==> src/histPkg.sv <==
`default_nettype none

package histPkg;

    // timestamp width from the TDC
    localparam int stampWidth = 8;
    // bin index width, 16 bins per histogram
    localparam int binWidth = 4;
    // pixels sharing one histogram memory
    localparam int pixelNum = 4;
    localparam int pixelWidth = 2;
    // samples per pixel in one acquisition
    localparam int samplesPerPixel = 4;
    // acquisitions per pass
    localparam int acqNum = 3;
    // count width, max count is acqNum * samplesPerPixel = 12
    localparam int countWidth = 4;

    typedef logic [stampWidth-1:0] stampT;
    typedef logic [binWidth-1:0] binT;
    typedef logic [pixelWidth-1:0] pixelT;
    typedef logic [countWidth-1:0] countT;

    // pass state, each run is followed by a two cycle drain
    typedef enum logic [1:0] {
        coarseRun,
        coarseDrain,
        fineRun,
        fineDrain
    } passE;

    // binner request into the count memory
    typedef struct packed {
        logic write;
        pixelT pixel;
        binT bin;
    } binReqT;

    // new count of a bin, one cycle after the write
    typedef struct packed {
        logic valid;
        pixelT pixel;
        binT bin;
        countT count;
    } countUpdT;

    // per-pass result, peak[0] belongs to pixel 0 and sits in the low bits
    typedef struct packed {
        logic valid;
        logic isFine;
        binT [pixelNum-1:0] peak;
    } peakResultT;

endpackage

`default_nettype wire

==> src/acqSequencer.sv <==
`timescale 1ns/100ps
`default_nettype none

module acqSequencer (
    input wire clk,
    input wire combin_res,
    input wire sampleValid,
    output logic sampleReady,
    output logic accept,
    output histPkg::pixelT pixel,
    output histPkg::passE pass,
    output logic phaseEnd,
    output logic clearAll
);

    logic [$clog2(histPkg::samplesPerPixel)-1:0] sampleCnt;
    logic [$clog2(histPkg::acqNum)-1:0] acqCnt;
    logic drainCnt;
    logic inDrain;
    logic lastSample;
    histPkg::passE nextPass;

    // only run states take samples
    assign sampleReady = (pass == histPkg::coarseRun) || (pass == histPkg::fineRun);
    assign accept = sampleValid && sampleReady;

    // last sample of the last pixel of the last acquisition
    assign lastSample = accept
                        && (sampleCnt == histPkg::samplesPerPixel - 1)
                        && (pixel == histPkg::pixelNum - 1)
                        && (acqCnt == histPkg::acqNum - 1);

    assign inDrain = (pass == histPkg::coarseDrain) || (pass == histPkg::fineDrain);

    // second drain cycle, last update has reached the tracker by now
    assign phaseEnd = inDrain && drainCnt;
    // memory valid bits and maxima drop on the same edge as the result latch
    assign clearAll = inDrain && drainCnt;

    // sample / pixel / acquisition counters
    // they wrap to zero on the last sample of a pass by themselves
    always_ff @(posedge clk or negedge combin_res) begin
        if (!combin_res) begin
            sampleCnt <= '0;
            pixel <= '0;
            acqCnt <= '0;
        end else if (accept) begin
            if (sampleCnt == histPkg::samplesPerPixel - 1) begin
                sampleCnt <= '0;
                if (pixel == histPkg::pixelNum - 1) begin
                    pixel <= '0;
                    if (acqCnt == histPkg::acqNum - 1) begin
                        acqCnt <= '0;
                    end else begin
                        acqCnt <= acqCnt + 1'b1;
                    end
                end else begin
                    pixel <= pixel + 1'b1;
                end
            end else begin
                sampleCnt <= sampleCnt + 1'b1;
            end
        end
    end

    // 0 in the first drain cycle, 1 in the second
    always_ff @(posedge clk or negedge combin_res) begin
        if (!combin_res) begin
            drainCnt <= 1'b0;
        end else begin
            drainCnt <= inDrain && !drainCnt;
        end
    end

    // pass FSM, coarse and fine alternate forever
    always_comb begin
        nextPass = pass;
        case (pass)
            histPkg::coarseRun: if (lastSample) nextPass = histPkg::coarseDrain;
            histPkg::coarseDrain: if (drainCnt) nextPass = histPkg::fineRun;
            histPkg::fineRun: if (lastSample) nextPass = histPkg::fineDrain;
            histPkg::fineDrain: if (drainCnt) nextPass = histPkg::coarseRun;
            default: nextPass = histPkg::coarseRun;
        endcase
    end

    always_ff @(posedge clk or negedge combin_res) begin
        if (!combin_res) begin
            pass <= histPkg::coarseRun;
        end else begin
            pass <= nextPass;
        end
    end

endmodule

`default_nettype wire

==> src/sampleBinner.sv <==
`timescale 1ns/100ps
`default_nettype none

module sampleBinner (
    input wire clk,
    input wire combin_res,
    input wire accept,
    input wire histPkg::stampT sample,
    input wire histPkg::pixelT pixel,
    input wire histPkg::passE pass,
    input wire histPkg::peakResultT result,
    output histPkg::binReqT binReq
);

    histPkg::stampT winStart [histPkg::pixelNum];
    histPkg::stampT curStart;
    // one extra bit catches a timestamp below the window start
    logic [histPkg::stampWidth:0] offset;
    logic inWindow;
    logic coarseRes;

    assign coarseRes = result.valid && !result.isFine;

    // window start = coarse peak bin times the window width
    always_ff @(posedge clk or negedge combin_res) begin
        if (!combin_res) begin
            for (int p = 0; p < histPkg::pixelNum; p++) begin
                winStart[p] <= '0;
            end
        end else if (coarseRes) begin
            for (int p = 0; p < histPkg::pixelNum; p++) begin
                winStart[p] <= histPkg::stampT'(result.peak[p]) << histPkg::binWidth;
            end
        end
    end

    // first fine sample can land in the result's valid cycle
    // so the fresh coarse peak is forwarded past the registers
    always_comb begin
        if (coarseRes) begin
            curStart = histPkg::stampT'(result.peak[pixel]) << histPkg::binWidth;
        end else begin
            curStart = winStart[pixel];
        end
    end

    assign offset = {1'b0, sample} - {1'b0, curStart};
    // no borrow and offset below the window width
    assign inWindow = !offset[histPkg::stampWidth]
                      && (offset[histPkg::stampWidth-1:histPkg::binWidth] == '0);

    always_comb begin
        binReq.pixel = pixel;
        if (pass == histPkg::fineRun) begin
            // out of window samples are dropped, counters still move
            binReq.bin = offset[histPkg::binWidth-1:0];
            binReq.write = accept && inWindow;
        end else begin
            // coarse bin from the upper timestamp bits
            binReq.bin = sample[histPkg::stampWidth-1 -: histPkg::binWidth];
            binReq.write = accept;
        end
    end

endmodule

`default_nettype wire

==> src/histogramRam.sv <==
`timescale 1ns/100ps
`default_nettype none

module histogramRam (
    input wire clk,
    input wire combin_res,
    input wire histPkg::binReqT binReq,
    input wire clearAll,
    output histPkg::countUpdT countUpd
);

    localparam int addrWidth = histPkg::pixelWidth + histPkg::binWidth;

    // one histogram of 16 bins per pixel
    histPkg::countT countMem [histPkg::pixelNum << histPkg::binWidth];
    // a cleared entry reads as zero whatever the memory holds
    logic [(histPkg::pixelNum << histPkg::binWidth)-1:0] entryValid;
    logic [addrWidth-1:0] addr;
    histPkg::countT newCount;

    logic updValid;
    histPkg::pixelT updPixel;
    histPkg::binT updBin;
    histPkg::countT updCount;

    assign addr = {binReq.pixel, binReq.bin};

    // first hit of a bin since the clear stores 1
    assign newCount = entryValid[addr] ? countMem[addr] + 1'b1 : histPkg::countT'(1);

    // flash clear between passes
    always_ff @(posedge clk or negedge combin_res) begin
        if (!combin_res) begin
            entryValid <= '0;
        end else if (clearAll) begin
            entryValid <= '0;
        end else if (binReq.write) begin
            entryValid[addr] <= 1'b1;
        end
    end

    // increment in place
    always_ff @(posedge clk) begin
        if (binReq.write) begin
            countMem[addr] <= newCount;
        end
    end

    // new count goes to the tracker one cycle later
    always_ff @(posedge clk or negedge combin_res) begin
        if (!combin_res) begin
            updValid <= 1'b0;
        end else begin
            updValid <= binReq.write;
        end
    end

    always_ff @(posedge clk) begin
        if (binReq.write) begin
            updPixel <= binReq.pixel;
            updBin <= binReq.bin;
            updCount <= newCount;
        end
    end

    assign countUpd = '{valid: updValid, pixel: updPixel, bin: updBin, count: updCount};

endmodule

`default_nettype wire

==> src/peakTracker.sv <==
`timescale 1ns/100ps
`default_nettype none

module peakTracker (
    input wire clk,
    input wire combin_res,
    input wire histPkg::countUpdT countUpd,
    input wire phaseEnd,
    input wire histPkg::passE pass,
    input wire clearAll,
    output histPkg::peakResultT result
);

    // running maximum and its bin per pixel
    histPkg::countT maxCnt [histPkg::pixelNum];
    histPkg::binT peakBin [histPkg::pixelNum];

    logic resValid;
    logic resFine;
    histPkg::binT [histPkg::pixelNum-1:0] resPeak;

    // strictly greater only, a tie keeps the bin that got there first
    // counts step by one, so this is the first bin to reach the maximum
    always_ff @(posedge clk or negedge combin_res) begin
        if (!combin_res) begin
            for (int p = 0; p < histPkg::pixelNum; p++) begin
                maxCnt[p] <= '0;
                peakBin[p] <= '0;
            end
        end else if (clearAll) begin
            // empty pixel reports bin 0
            for (int p = 0; p < histPkg::pixelNum; p++) begin
                maxCnt[p] <= '0;
                peakBin[p] <= '0;
            end
        end else if (countUpd.valid && (countUpd.count > maxCnt[countUpd.pixel])) begin
            maxCnt[countUpd.pixel] <= countUpd.count;
            peakBin[countUpd.pixel] <= countUpd.bin;
        end
    end

    // single cycle result strobe, nothing holds it
    always_ff @(posedge clk or negedge combin_res) begin
        if (!combin_res) begin
            resValid <= 1'b0;
        end else begin
            resValid <= phaseEnd;
        end
    end

    // bins are taken before the clear on the same edge wipes them
    always_ff @(posedge clk) begin
        if (phaseEnd) begin
            resFine <= (pass == histPkg::fineDrain);
            for (int p = 0; p < histPkg::pixelNum; p++) begin
                resPeak[p] <= peakBin[p];
            end
        end
    end

    assign result = '{valid: resValid, isFine: resFine, peak: resPeak};

endmodule

`default_nettype wire

==> src/histBuilderTop.sv <==
`timescale 1ns/100ps
`default_nettype none

module histBuilderTop (
    input wire clk,
    input wire combin_res,
    input wire sampleValid,
    input wire histPkg::stampT sample,
    output logic sampleReady,
    output histPkg::peakResultT result
);

    logic accept;
    histPkg::pixelT pixel;
    histPkg::passE pass;
    logic phaseEnd;
    logic clearAll;
    histPkg::binReqT binReq;
    histPkg::countUpdT countUpd;

    // counters, pass FSM, handshake
    acqSequencer acqSequencer_inst (
        .clk(clk),
        .combin_res(combin_res),
        .sampleValid(sampleValid),
        .sampleReady(sampleReady),
        .accept(accept),
        .pixel(pixel),
        .pass(pass),
        .phaseEnd(phaseEnd),
        .clearAll(clearAll)
    );

    // result feeds back for the fine window starts
    sampleBinner sampleBinner_inst (
        .clk(clk),
        .combin_res(combin_res),
        .accept(accept),
        .sample(sample),
        .pixel(pixel),
        .pass(pass),
        .result(result),
        .binReq(binReq)
    );

    histogramRam histogramRam_inst (
        .clk(clk),
        .combin_res(combin_res),
        .binReq(binReq),
        .clearAll(clearAll),
        .countUpd(countUpd)
    );

    peakTracker peakTracker_inst (
        .clk(clk),
        .combin_res(combin_res),
        .countUpd(countUpd),
        .phaseEnd(phaseEnd),
        .pass(pass),
        .clearAll(clearAll),
        .result(result)
    );

endmodule

`default_nettype wire

==> config.mk <==
export PLATFORM = sky130hd
export DESIGN_NAME = histBuilderTop
export DESIGN_NICKNAME = d
export VERILOG_FILES = /design/src/histPkg.sv /design/src/acqSequencer.sv /design/src/sampleBinner.sv /design/src/histogramRam.sv /design/src/peakTracker.sv /design/src/histBuilderTop.sv
export SDC_FILE = /design/constraint.sdc
export NUM_CORES = 1
export LEC_CHECK = 0
export BUFFER_PORTS_ARGS = -buffer_cell sky130_fd_sc_hd__buf_4
export CAP_MARGIN = 10
export CORE_MARGIN = 4
export CORE_UTILIZATION = 40
export CTS_CLUSTER_SIZE = 10
export DETAILED_ROUTE_END_ITERATION = 8
export GPL_ROUTABILITY_DRIVEN = 0
export HOLD_SLACK_MARGIN = 0.03
export PLACE_DENSITY = 0.6
export SLEW_MARGIN = 20
export SYNTH_ARGS = -nofsm -noshare
export SYNTH_HDL_FRONTEND = slang
export SYNTH_SLANG_ARGS = --single-unit
==> constraint.sdc <==
create_clock -name clk -period 11 [get_ports clk]
set_input_delay 0.55 -clock clk [delete_from_list [all_inputs] [get_ports clk]]
set_output_delay 0.55 -clock clk [all_outputs]
set_load 0.02 [all_outputs]
* Word level (Yosys, flattened, before mapping)
Memory sizes are Yosys's and may differ from the RTL's. Cells that the tools add are included.
Storage, ports and cells: bits in registers 150, latch bits 0, bits in writable memories 256, ROM bits 0, output and inout bits 19, memories kept 1
Memories:
- histogramRam_inst.countMem | depth 64, bits a word 4, read ports 1, clocked after memory_dff 0, wr ports 1, line histogramRam.sv:15 | histPkg::countT countMem [histPkg::pixelNum << histPkg::binWidth];
Cells by class: $add $sub $neg 5, multipliers 0, divide/modulo/power cells 0, magnitude comparators 7, equality and inequality tests 10, shift operators 0, muxes and demuxes 36, bitwise operators 3, reduce and logical (&&, ||, !) cells 24
Operator list (number):
- $mux 64 | 2
- $mux 16 | 4
- $or 64x64->64 | 1
- $bwmux 16 | 2
- $mux 4 | 6
- $mux 8 | 3
- $bmux 4 s2 | 2
- $bmux 8 s2 | 1
- $mux 2 | 7
- $logic_and 1x1->1 | 12
- $eq 2x2->1 const B | 5
- $sub 8x8->9 | 1
- $demux 4 s2 | 1
- $ne 2x1->1 const B | 4
- $pmux 2 s4 | 1
- $lt 6x7->1 const B | 1
- $add 2x1->2 const B | 3
- $bmux 1 s6 | 1
- $demux 1 s6 | 1
- $ge 3x3->1 const B | 2
- $ge 6x1->1 const B | 1
- $not 2->3 | 2
- $mux 1 | 5
- $add 4x1->4 const B | 1
- other kinds (12) | 16

* Depth between registers and ports, before layout
Gate-level depths: netlist of the first run.
depth in word-level cells 14, gate-level depth with buffers 17, gate-level depth less buffers 14

* Cells and area by module
Synthesis of the first run repeated with hierarchy kept, for this count alone.
Second synthesis, totals: cell total of the unflattened synthesis 1154, area total of the unflattened synthesis 16788.6 µm²
Modules (own cells, without submodules):
- histogramRam | times used 1, cells each 878, area each 12953.7 µm², seq. area each 9614.2 µm²
- peakTracker | times used 1, cells each 154, area each 2275.9 µm², seq. area each 1336.3 µm²
- sampleBinner | times used 1, cells each 77, area each 1061.0 µm², seq. area each 400.4 µm²
- acqSequencer | times used 1, cells each 45, area each 498.0 µm², seq. area each 225.2 µm²

* Worst setup path before layout of the first run
OpenSTA, ideal clock, no wires.
kind register -> register, from reg acqSequencer_inst.pass[0], to mem histogramRam_inst.countMem[0][3] (netlist bit) (data pin), library setup time 0.554 ns, arrival time 4.637 ns, required time 10.446 ns, setup slack 5.809 ns, stages on the path, launching flop included 14, cell sequence dfrtp_1 inv_1 ha_1 buf_6 mux2i_4 inv_6 buf_8 mux2_1 o22ai_1 a2111o_1 o211ai_2 nand4_2 or4_1 a21oi_1
On the way: cells in the longest elaborated chain, start to end 5
Ends and longest elaborated chain:
- from (decl) | line acqSequencer.sv:11 | output histPkg::passE pass,
- from (signal assigned) | line acqSequencer.sv:89 | pass <= histPkg::coarseRun;
- from (signal assigned) | line acqSequencer.sv:91 | pass <= nextPass;
- $eq 2x2->1 * | line sampleBinner.sv:54 | if (pass == histPkg::fineRun) begin
- $mux 4 * | line sampleBinner.sv:54
- $mem_v2 64x4 / $bmux 1 s6 (equally long branches)
- $add 4x1->4 / $mux 1 (equally long branches) | line histogramRam.sv:29 | assign newCount = entryValid[addr] ? countMem[addr] + 1'b1 : histPkg::countT'(1);
- $mux 4 * | line histogramRam.sv:29
- net histogramRam_inst.newCount[3] | line histogramRam.sv:19 | histPkg::countT newCount;
- to (decl) | line histogramRam.sv:15
The timed path passes the listed nets; every way through them passes the cells marked *. The select of a mux whose other input is x is not followed.

* Worst setup path in the final report of the first run
from reg acqSequencer_inst.pass[0], to mem histogramRam_inst.countMem[7][3] (netlist bit) (data pin)
Same word-level chain as after synthesis.

==> metrics, run 1 <==
top-area cell type share of the netlist area 50.1%; number of global-route vias before repair 11.0k; # IOs 30; Clk Latency, worst-skew pair 0.58 ns; EDFF count, synth 283; post-synthesis register bit count 406; most instantiated cells after synthesis edfxtp_1, dfrtp_1, nor2_1; drt pass-1 iters 5; die area 0.0458 mm²; WL/cell 25.2 µm; post-layout util 45.6%; final worst slack 5.41 ns; post-synthesis simple-gate area fraction 8.06%; Post-Syn Area 0.0170 mm²; hold buffer count at cts 0; most used cell, CP buf_4; Synth Area in XOR/XNOR 0.0516%; post-synth top area cell edfxtp_1; hold violation count in the final report 0; Slew Viols, Final 0; Initial DRC Count 987; Synth warnings 0; mux cell area share after synthesis 7.18%; Clk pin slew, worst setup/hold paths 0.06 ns; synthesized instance count 1,211; area fraction in compound gates after synthesis 12.0%; largest family of logic cells by synthesized area compound AO/OA/AOI/OAI gates; Crit path buffers/inverters 6; global-route wire length before repair 70,300 µm; layout overhead on the synthesized area 12.6%; Max stage delay on crit path 0.63 ns; adder-cell share of the synthesized area 1.52%; crit end category register; WP data arrival 5.89 ns; clock sinks 406; CP max FO 51; cts repair resizes 0; core footprint 0.0419 mm²; die span in y 214 µm; Slowest-stage cell, CP or4_1; Post-DRT Antenna Nets 0; min cycle time layout 5.59 ns; H-tree levels 2; TritonCTS clock tree yes; final period utilization 50.9%; RSZ-0062 raised after global routing false; vias per cell 5.92; syn nets 1,242; Starting Density 40.5%; diode count 0; Leak 6.89 nW; dpl ws 5.54 ns; sequential area share after synthesis 68.2%; Max Clock Skew 0.0272 ns; most frequent cell after synthesis edfxtp_1; Slew headroom 29.4%; layout cells sized above 1 14.7%; pin count of the biggest net entering global routing 72; Synth area leaders edfxtp_1, dfrtp_1, o21a_1; Port Buffer Count 29; Crit Path Class reg -> reg; share of flip-flops with an asynchronous set or reset 30.3%; CP required 11.29 ns; type of origin of the critical path register; status complete, no violations; fmax 179 MHz; Fin Setup TNS 0 ns; synth unique cells 74; Tot Pwr 0.00559 W; Overflow after GRT 0; TritonCTS Buffers 47; max cap viols 0; Fin Hold WS 0.0230 ns; Post-Route WL 45,900 µm; DR DRC count 0; post-CTS setup buffers 0; Max VDD drop 0.167 mV; Avg Inst Size Synth 14.0 µm²; CP cell instances inv_1 -> ha_1 -> buf_4 -> mux2i_4 -> buf_4 -> inv_2 -> buf_4 -> mux2_2 -> o221ai_1 -> a211o_1 -> o311ai_0 -> nand4_1 -> or4_1 -> a21oi_4 -> buf_4; Final HPWL DP 28,000 µm; gr usage total 19.8%; final setup fails 0; Top FF cell, synth edfxtp_1; total number of vias 10.7k; fin nets 1,271; PwrDens 292 mW/mm²; worst min path class in -> async; Top Family by Delay on Critical Path buffers and inverters; CTS Root Cell clkbuf_16; antenna violations before repair 2; CTS Buffer Depth 3; row count 75; Slew @ Worst Pin 1.06 ns; Die W 214 µm
[through the flow]
stage               area, µm²  std cells
detailed placement      17700       1730
finish                  19100       1817
global placement        17700       1730
floorplan               17000       1211
global route            19100       1817
CTS                     19100       1817
[metal layers]
layer  global-route usage, %  part of all wire, %  up-vias
li1                        -                    -     4701
met1                    27.3                   42     5470
met2                    32.1                   48      476
met3                    3.43                  7.6      101
met4                    6.85                  3.1        0
met5                       0                    0        -
[cell families (layout without fill, tap and decap cells)]
group,count (synthesis),count (layout)
XOR/XNOR,1,1
adder cells (fa/ha/maj),20,20
AO/OA/AOI/OAI,292,292
AND/OR/NAND/NOR,293,293
buffers and inverters,99,166
flip-flops,406,406
multiplexers,100,100
[flip-flops by register name, indices dropped and copies added, names as in the netlist, 4 cells and up]
signal,flops
histogramRam_inst.entryValid,64
histogramRam_inst.countMem,256
peakTracker_inst.maxCnt,16
histogramRam_inst.updCount,4
peakTracker_inst.result,16
histogramRam_inst.updBin,4
peakTracker_inst.peakBin,16
sampleBinner_inst.winStart,16
[layout by cell type, fill, tap and decap left out, types with 5 or more instances in the layout]
cell type	count
nor2_1	121
nand2_1	70
and2_1	6
mux4_2	10
nand3_1	5
clkbuf_16	47
o221ai_1	20
dfrtp_1	123
o21ai_0	39
a2111oi_0	5
nor3b_1	5
mux2_2	41
o22a_1	5
a211oi_1	7
a21o_1	7
a21oi_1	16
nor3_1	32
clkbuf_1	33
or3_1	6
mux2i_1	42
or4_1	5
edfxtp_1	283
buf_4	58
ha_1	19
o21a_1	71
nand4_1	6
o22ai_1	58
a31oi_1	17
a211o_1	6
inv_1	15
[report_power, final]
part	total [W]	switching, W	internal (W)
Combinational	0.00172	0.00120	0.000520
Clock	0.00142	0.000606	0.000819
Sequential	0.00244	0.000138	0.00231
[worst paths after layout]
path	startpoint	end	slack (ns)	cells after the start
max	acqSequencer_inst.pass[0]	histogramRam_inst.countMem[7][3]	5.41	15
min	combin_res	histogramRam_inst.entryValid[13]	0.02	1
max reg2reg	acqSequencer_inst.pass[0]	histogramRam_inst.countMem[7][3]	5.41	15
min reg2reg	peakTracker_inst.peakBin[5]	peakTracker_inst.result[9]	0.45	0
max in group asynchronous	combin_res	sampleBinner_inst.winStart[29]	9.76	2
min in group clk	sampleValid	acqSequencer_inst.sampleCnt[0]	0.39	3
[cell type report]
type / instances / area, µm²
Clock inverter: 5 / 62.6
Multi-Input combinational cell: 706 / 4950
Timing Repair Buffer: 59 / 447
Tap cell: 539 / 674
Fill cell: 3702 / 22800
Clock buffer: 82 / 1330
Inverter: 20 / 80.1
Sequential cell: 406 / 11600
Power figures use the tool's default switching activity.
==> run 2, diff against run 1 <==
--- a/config.mk
+++ b/config.mk
@@ -5,6 +5,7 @@
 export SDC_FILE = /design/constraint.sdc
 export NUM_CORES = 1
 export LEC_CHECK = 0
+export ABC_AREA = 1
 export BUFFER_PORTS_ARGS = -buffer_cell sky130_fd_sc_hd__buf_4
 export CAP_MARGIN = 10
 export CORE_MARGIN = 4
==> constraint.sdc (replaced) <==
create_clock -name clk -period 5.2 [get_ports clk]
set_input_delay 0.26 -clock clk [delete_from_list [all_inputs] [get_ports clk]]
set_output_delay 0.26 -clock clk [all_outputs]
set_load 0.02 [all_outputs]
==> run 2 against run 1 <==
  * Wire length is 5.2% higher
  * Via count is 17% higher
  * Critical endpoint is now histogramRam_inst.countMem[62][1]
  * Critical path depth grew 4
  * Largest power group is now combinational logic
  * Sequential share of layout area fell by 3.1 points
==> metrics, run 2 <==
status complete, no violations; Slew @ Worst Pin 1.02 ns; final period utilization 85.4%; max reg flops 256; fin cells 2,390; post-synthesis register bit count 406; Crit Path Class reg -> reg; Worst Hold Launch sample[2]; post-synth top area cell edfxtp_1; clock sinks 406; crit end category register; core footprint 0.0441 mm²; Fin Hold WS 0.198 ns; Top reg by flops histogramRam_inst.countMem; fin nets 1,792; min cycle time layout 4.44 ns; PwrDens 678 mW/mm²; Post-Route WL 48,300 µm; Final HPWL DP 30,800 µm; row count 77; worst hold stages 3; pin count of the biggest net entering global routing 95; post-route cell area 0.0201 mm²; antenna violations before repair 0; Synth area leaders edfxtp_1, dfrtp_1, nand2_1; DR DRC count 0; post-place instance area 0.0187 mm²; Largest regs histogramRam_inst.countMem: 256 flops, histogramRam_inst.entryValid: 64 flops; layout cells sized above 1 9.40%; reg2reg path depth 19; post-CTS setup buffers 0; max cap viols 0; total number of vias 12.6k; Clk pin slew, worst setup/hold paths 0.06 ns; gr usage total 20.3%; Max Clock Skew 0.0226 ns; type of origin of the critical path register; Slew headroom 31.7%; Avg Inst Size Synth 10.4 µm²; worst r2r dst histogramRam_inst.countMem[62][1]; Worst Hold End histogramRam_inst.updBin[2]; sequential area share after synthesis 65.0%; fmax 225 MHz; Overflow after GRT 0; most frequent cell after synthesis nand2_1; Post-Syn Area 0.0178 mm²; Starting Density 40.4%; Initial DRC Count 1,054; die area 0.0480 mm²; r2r setup slk 0.76 ns; Leak 8.58 nW; placed cell count 2,302; worst min path class in -> reg; die span in y 219 µm; Slew Viols, Final 0; final setup fails 0; top-area cell type share of the netlist area 47.7%; commonest non-fill, non-tap cells in the layout nand2_1, edfxtp_1, inv_1; WL/cell 20.2 µm; # IOs 30; share of flip-flops with an asynchronous set or reset 30.3%; Max VDD drop 0.474 mV; CP max FO 38; hold violation count in the final report 0; Top FF cell, synth edfxtp_1; syn nets 1,748; Port Buffer Count 29; diode count 0; EDFF count, synth 283; Fin Setup TNS 0 ns; Post-DRT Antenna Nets 0; post-layout util 45.6%; number of global-route vias before repair 12.6k; synth unique cells 42; Clk Latency, worst-skew pair 0.57 ns; Synth warnings 0; CP required 5.60 ns; most instantiated cells after synthesis nand2_1, edfxtp_1, inv_1; drt pass-1 iters 6; CTS Buffer Depth 3; TritonCTS Buffers 47; layout overhead on the synthesized area 13.1%; commonest non-fill, non-tap cell in the layout nand2_1; H-tree levels 2; FF-to-FF Start acqSequencer_inst.pass[0]; synthesized instance count 1,717; RSZ-0062 raised after global routing false; Die W 219 µm; global-route wire length before repair 74,800 µm; WP data arrival 4.84 ns; CTS Root Cell clkbuf_16; vias per cell 5.28; TritonCTS clock tree yes
run 2: cell types whose count changed in the layout (fill, tap and decap cells not counted), moves of 12 or more:
cell | previous run | this run
nor2_1 | 121 | 133
mux2i_1 | 42 | 0
o22ai_1 | 58 | 25
o221ai_1 | 20 | 3
mux2_2 | 41 | 10
nand3_1 | 5 | 151
nor3_1 | 32 | 7
o21ai_0 | 39 | 72
inv_1 | 15 | 162
a31oi_1 | 17 | 2
nand2_1 | 70 | 495
run 2: how the worst max path moves through the flow:
stage | start | endpoint | slack [ns] | depth (start not counted)
CTS | acqSequencer_inst.pass[0] | histogramRam_inst.updCount[1] | 0.80 | 19
global route | acqSequencer_inst.pass[0] | histogramRam_inst.countMem[43][1] | 0.44 | 19
floorplan | acqSequencer_inst.pass[0] | histogramRam_inst.countMem[0][2] | 1.03 | 17
detailed placement | acqSequencer_inst.pass[0] | histogramRam_inst.updCount[1] | 0.82 | 19
finish | acqSequencer_inst.pass[0] | histogramRam_inst.countMem[62][1] | 0.76 | 19
global placement | acqSequencer_inst.pixel[0] | histogramRam_inst.countMem[55][0] | 0.90 | 17
run 2: routing by layer:
layer | part of all wire, % | global-route usage [%] | vias to the layer above
met5 | 0 | 0 | -
met4 | 3.7 | 7.39 | 0
met3 | 7.1 | 3.79 | 116
met2 | 46 | 32.5 | 481
met1 | 43 | 27.8 | 6206
li1 | - | - | 5805
run 2: area by class of cell:
class,instances,area [µm²]
clock buffer,84,1370
clock inverter,2,12.5
fill,4199,24000
inverter,168,631
multi-input combinational,1064,5170
sequential,406,11600
tap,592,741
timing repair buffer,74,639
run 2: worst max-delay path, cell delays in order, from the launching register on:
cell     delay, ns
dfrtp_1       0.37
inv_1         0.09
ha_1          0.31
inv_2         0.15
nand2_1       0.12
nand2_4       0.35
buf_4         0.45
nand2_1       0.11
nand2_1       0.08
nand2_1       0.05
nand2_1       0.09
nand2_1       0.06
nand3_1       0.14
nand3_1       0.08
nand3_1       0.14
nand2_1       0.14
ha_1          0.30
inv_1         0.07
nor2_4        0.79
buf_4         0.35
run 2: cells by family after synthesis:
| group | Yosys count | synth area share, % |
|---|---|---|
| adders and majority gates | 20 | 1.45 |
| AOI/OAI and AO/OA | 197 | 6.91 |
| xor gates and xnor gates | 3 | 0.148 |
| DFF | 406 | 65.0 |
| muxes | 10 | 0.632 |
| buffers and inverters | 247 | 6.17 |
| and+or+nand+nor | 834 | 19.7 |
run 2: stage by stage:
stage | setup slack (ns) | power (W)
6_report | 0.758 | 0.0136
5_1_grt | 0.436 | 0.0144
2_1_floorplan | 1.03 | 0.00843
3_3_place_gp | 0.901 | 0.0106
4_1_cts | 0.797 | 0.0137
3_5_place_dp | 0.825 | 0.0106
run 2: repair_timing:
action / 4_1_cts / 5_1_grt
endpoints found under the hold margin: 94 / 0
hold buffers: 2 / 0
resized for setup: 0 / 0
run 2: where the power goes:
| part | total (W) | internal, W | switching, W |
|---|---|---|---|
| clock network | 0.00301 | 0.00176 | 0.00125 |
| registers | 0.00522 | 0.00497 | 0.000249 |
| logic | 0.00541 | 0.00147 | 0.00395 |
==> run 3, diff against run 2 <==
--- a/config.mk
+++ b/config.mk
@@ -8,13 +8,14 @@
 export ABC_AREA = 1
 export BUFFER_PORTS_ARGS = -buffer_cell sky130_fd_sc_hd__buf_4
 export CAP_MARGIN = 10
+export CORE_ASPECT_RATIO = 1.1
 export CORE_MARGIN = 4
 export CORE_UTILIZATION = 40
 export CTS_CLUSTER_SIZE = 10
 export DETAILED_ROUTE_END_ITERATION = 8
 export GPL_ROUTABILITY_DRIVEN = 0
 export HOLD_SLACK_MARGIN = 0.03
-export PLACE_DENSITY = 0.6
+export PLACE_DENSITY = 0.66
 export SLEW_MARGIN = 20
 export SYNTH_ARGS = -nofsm -noshare
 export SYNTH_HDL_FRONTEND = slang
==> constraint.sdc (replaced) <==
create_clock -name clk -period 5.6 [get_ports clk]
set_input_delay 0.28 -clock clk [delete_from_list [all_inputs] [get_ports clk]]
set_output_delay 0.28 -clock clk [all_outputs]
set_load 0.02 [all_outputs]
==> run 3 against run 2 <==
  * Global-route usage is 2.2 points lower
  * Die area is essentially flat
  * Wire length shrank 8.8%
  * Clock power fell by 9.6%
  * Final cell count decreased by 1.7%
  * Critical path type unchanged
  * Largest cell class unchanged
==> metrics, run 3 (same netlist as run 2, synthesis figures left out) <==
gr usage total 18.1%; RSZ-0062 raised after global routing false; cts repair resizes 0; Slowest-stage cell, CP nor2_4; max reg flops 256; WP data arrival 5.09 ns; WL/cell 18.7 µm; global-route wire length before repair 68,500 µm; Max VDD drop 0.408 mV; commonest non-fill, non-tap cell in the layout nand2_1; final setup fails 0; Overflow after GRT 0; Initial DRC Count 1,267; Tot Pwr 0.0122 W; drt pass-1 iters 7; # IOs 30; fmax 210 MHz; Worst Hold Launch sample[2]; worst r2r dst histogramRam_inst.countMem[59][1]; max cap viols 0; H-tree levels 2; Max stage delay on crit path 0.64 ns; Starting Density 40.7%; Final HPWL DP 27,700 µm; Fin Hold WS 0.375 ns; row count 80; Slew @ Worst Pin 1.04 ns; PwrDens 613 mW/mm²; crit end category register; hold violation count in the final report 0; Top reg by flops histogramRam_inst.countMem; die area 0.0480 mm²; pin count of the biggest net entering global routing 75; worst min path class in -> reg; status complete, no violations; CTS Buffer Depth 3; Post-DRT Antenna Nets 0; diode count 0; Leak 8.44 nW; fill count 4,027; Fin Setup TNS 0 ns; Post-Route WL 44,000 µm; vias per cell 5.26; commonest non-fill, non-tap cells in the layout nand2_1, edfxtp_1, inv_1; core footprint 0.0437 mm²; CTS Root Cell clkbuf_16; CP cell instances inv_1 -> ha_1 -> inv_2 -> nand2_2 -> nand2_4 -> buf_4 -> buf_4 -> o21ai_0 -> nand2_1 -> nand2_1 -> nand2_1 -> nand3_1 -> nand3_1 -> nand3_1 -> nand2_1 -> ha_1 -> inv_1 -> nor2_4 -> buf_4; Worst Hold End histogramRam_inst.updBin[2]; layout cells sized above 1 8.16%; Largest regs histogramRam_inst.countMem: 256 flops, histogramRam_inst.entryValid: 64 flops; die span in y 229 µm; hold buffer count at cts 2; CP required 5.93 ns; reg2reg path depth 19; min cycle time layout 4.76 ns; worst hold stages 3; Top Family by Delay on Critical Path simple AND/OR/NAND/NOR gates; Clk pin slew, worst setup/hold paths 0.06 ns; type of origin of the critical path register; layout overhead on the synthesized area 11.6%; Slew headroom 30.7%; total number of vias 12.4k; TritonCTS clock tree yes; fin nets 1,770; Slew Viols, Final 0; Max Clock Skew 0.0190 ns; Clk Latency, worst-skew pair 0.57 ns; FF-to-FF Start acqSequencer_inst.pass[0]; antenna violations before repair 0; Die W 209 µm; fin cells 2,350; Crit path buffers/inverters 6; Crit Path Class reg -> reg; post-CTS setup buffers 0; Crit path depth 19; number of global-route vias before repair 11.9k; r2r setup slk 0.84 ns; clock sinks 406; post-layout util 45.4%; CP max FO 34; final period utilization 85.1%; placed cell count 2,263; TritonCTS Buffers 46; DR DRC count 0; most used cell, CP nand2_1; Port Buffer Count 29
==> run 3: changes by cell type in the layout (fill, tap and decap cells not counted), sizes merged <==
cell and change:
clkinv -1, inv +1, clkinvlp -1, buf -21
==> run 3: worst min-delay path, cell delays in order <==
cell and delay, ns:
buf_4 0.10, nand2_2 0.07, nand2_4 0.29
==> run 3: layout make-up <==
cell class | count | area, µm² | share of cell area, %
sequential | 406 | 11600 | 58.2
tap | 574 | 718 | 3.61
inverter | 168 | 631 | 3.17
clock inverter | 1 | 8.76 | 0.0441
timing repair buffer | 53 | 440 | 2.22
multi-input combinational | 1064 | 5180 | 26.1
clock buffer | 84 | 1330 | 6.66
==> run 3: through the flow <==
step	worst slack, ns	instance area (µm²)
global route	0.457	19900
floorplan	1.43	17800
detailed placement	0.931	18500
global placement	1.07	18500
CTS	0.842	19900
finish	0.836	19900
==> run 3: power by group <==
group	leakage (nW)	internal, W	switching, W
logic	3.58	0.00120	0.00338
registers	4.23	0.00463	0.000249
clock network	0.633	0.00158	0.00114
total	8.44	0.00741	0.00477
==> run 3: per-layer routing <==
metal / vias up / wire length [µm] / GRT usage [%]
li1: 5764 / - / -
met1: 5981 / 18900 / 25.7
met2: 502 / 20300 / 28.0
met3: 110 / 3430 / 3.42
met4: 0 / 1400 / 6.36
met5: - / 0 / 0
==> run 3: worst max path at each step <==
stage / startpoint / to / slack [ns]
finish: acqSequencer_inst.pass[0] / histogramRam_inst.countMem[59][1] / 0.84
global route: acqSequencer_inst.pass[0] / histogramRam_inst.countMem[7][1] / 0.46
CTS: acqSequencer_inst.pass[0] / histogramRam_inst.countMem[7][1] / 0.84
detailed placement: acqSequencer_inst.pass[0] / histogramRam_inst.countMem[58][1] / 0.93
global placement: acqSequencer_inst.pass[0] / histogramRam_inst.updCount[1] / 1.07
floorplan: acqSequencer_inst.pass[0] / histogramRam_inst.countMem[0][2] / 1.43
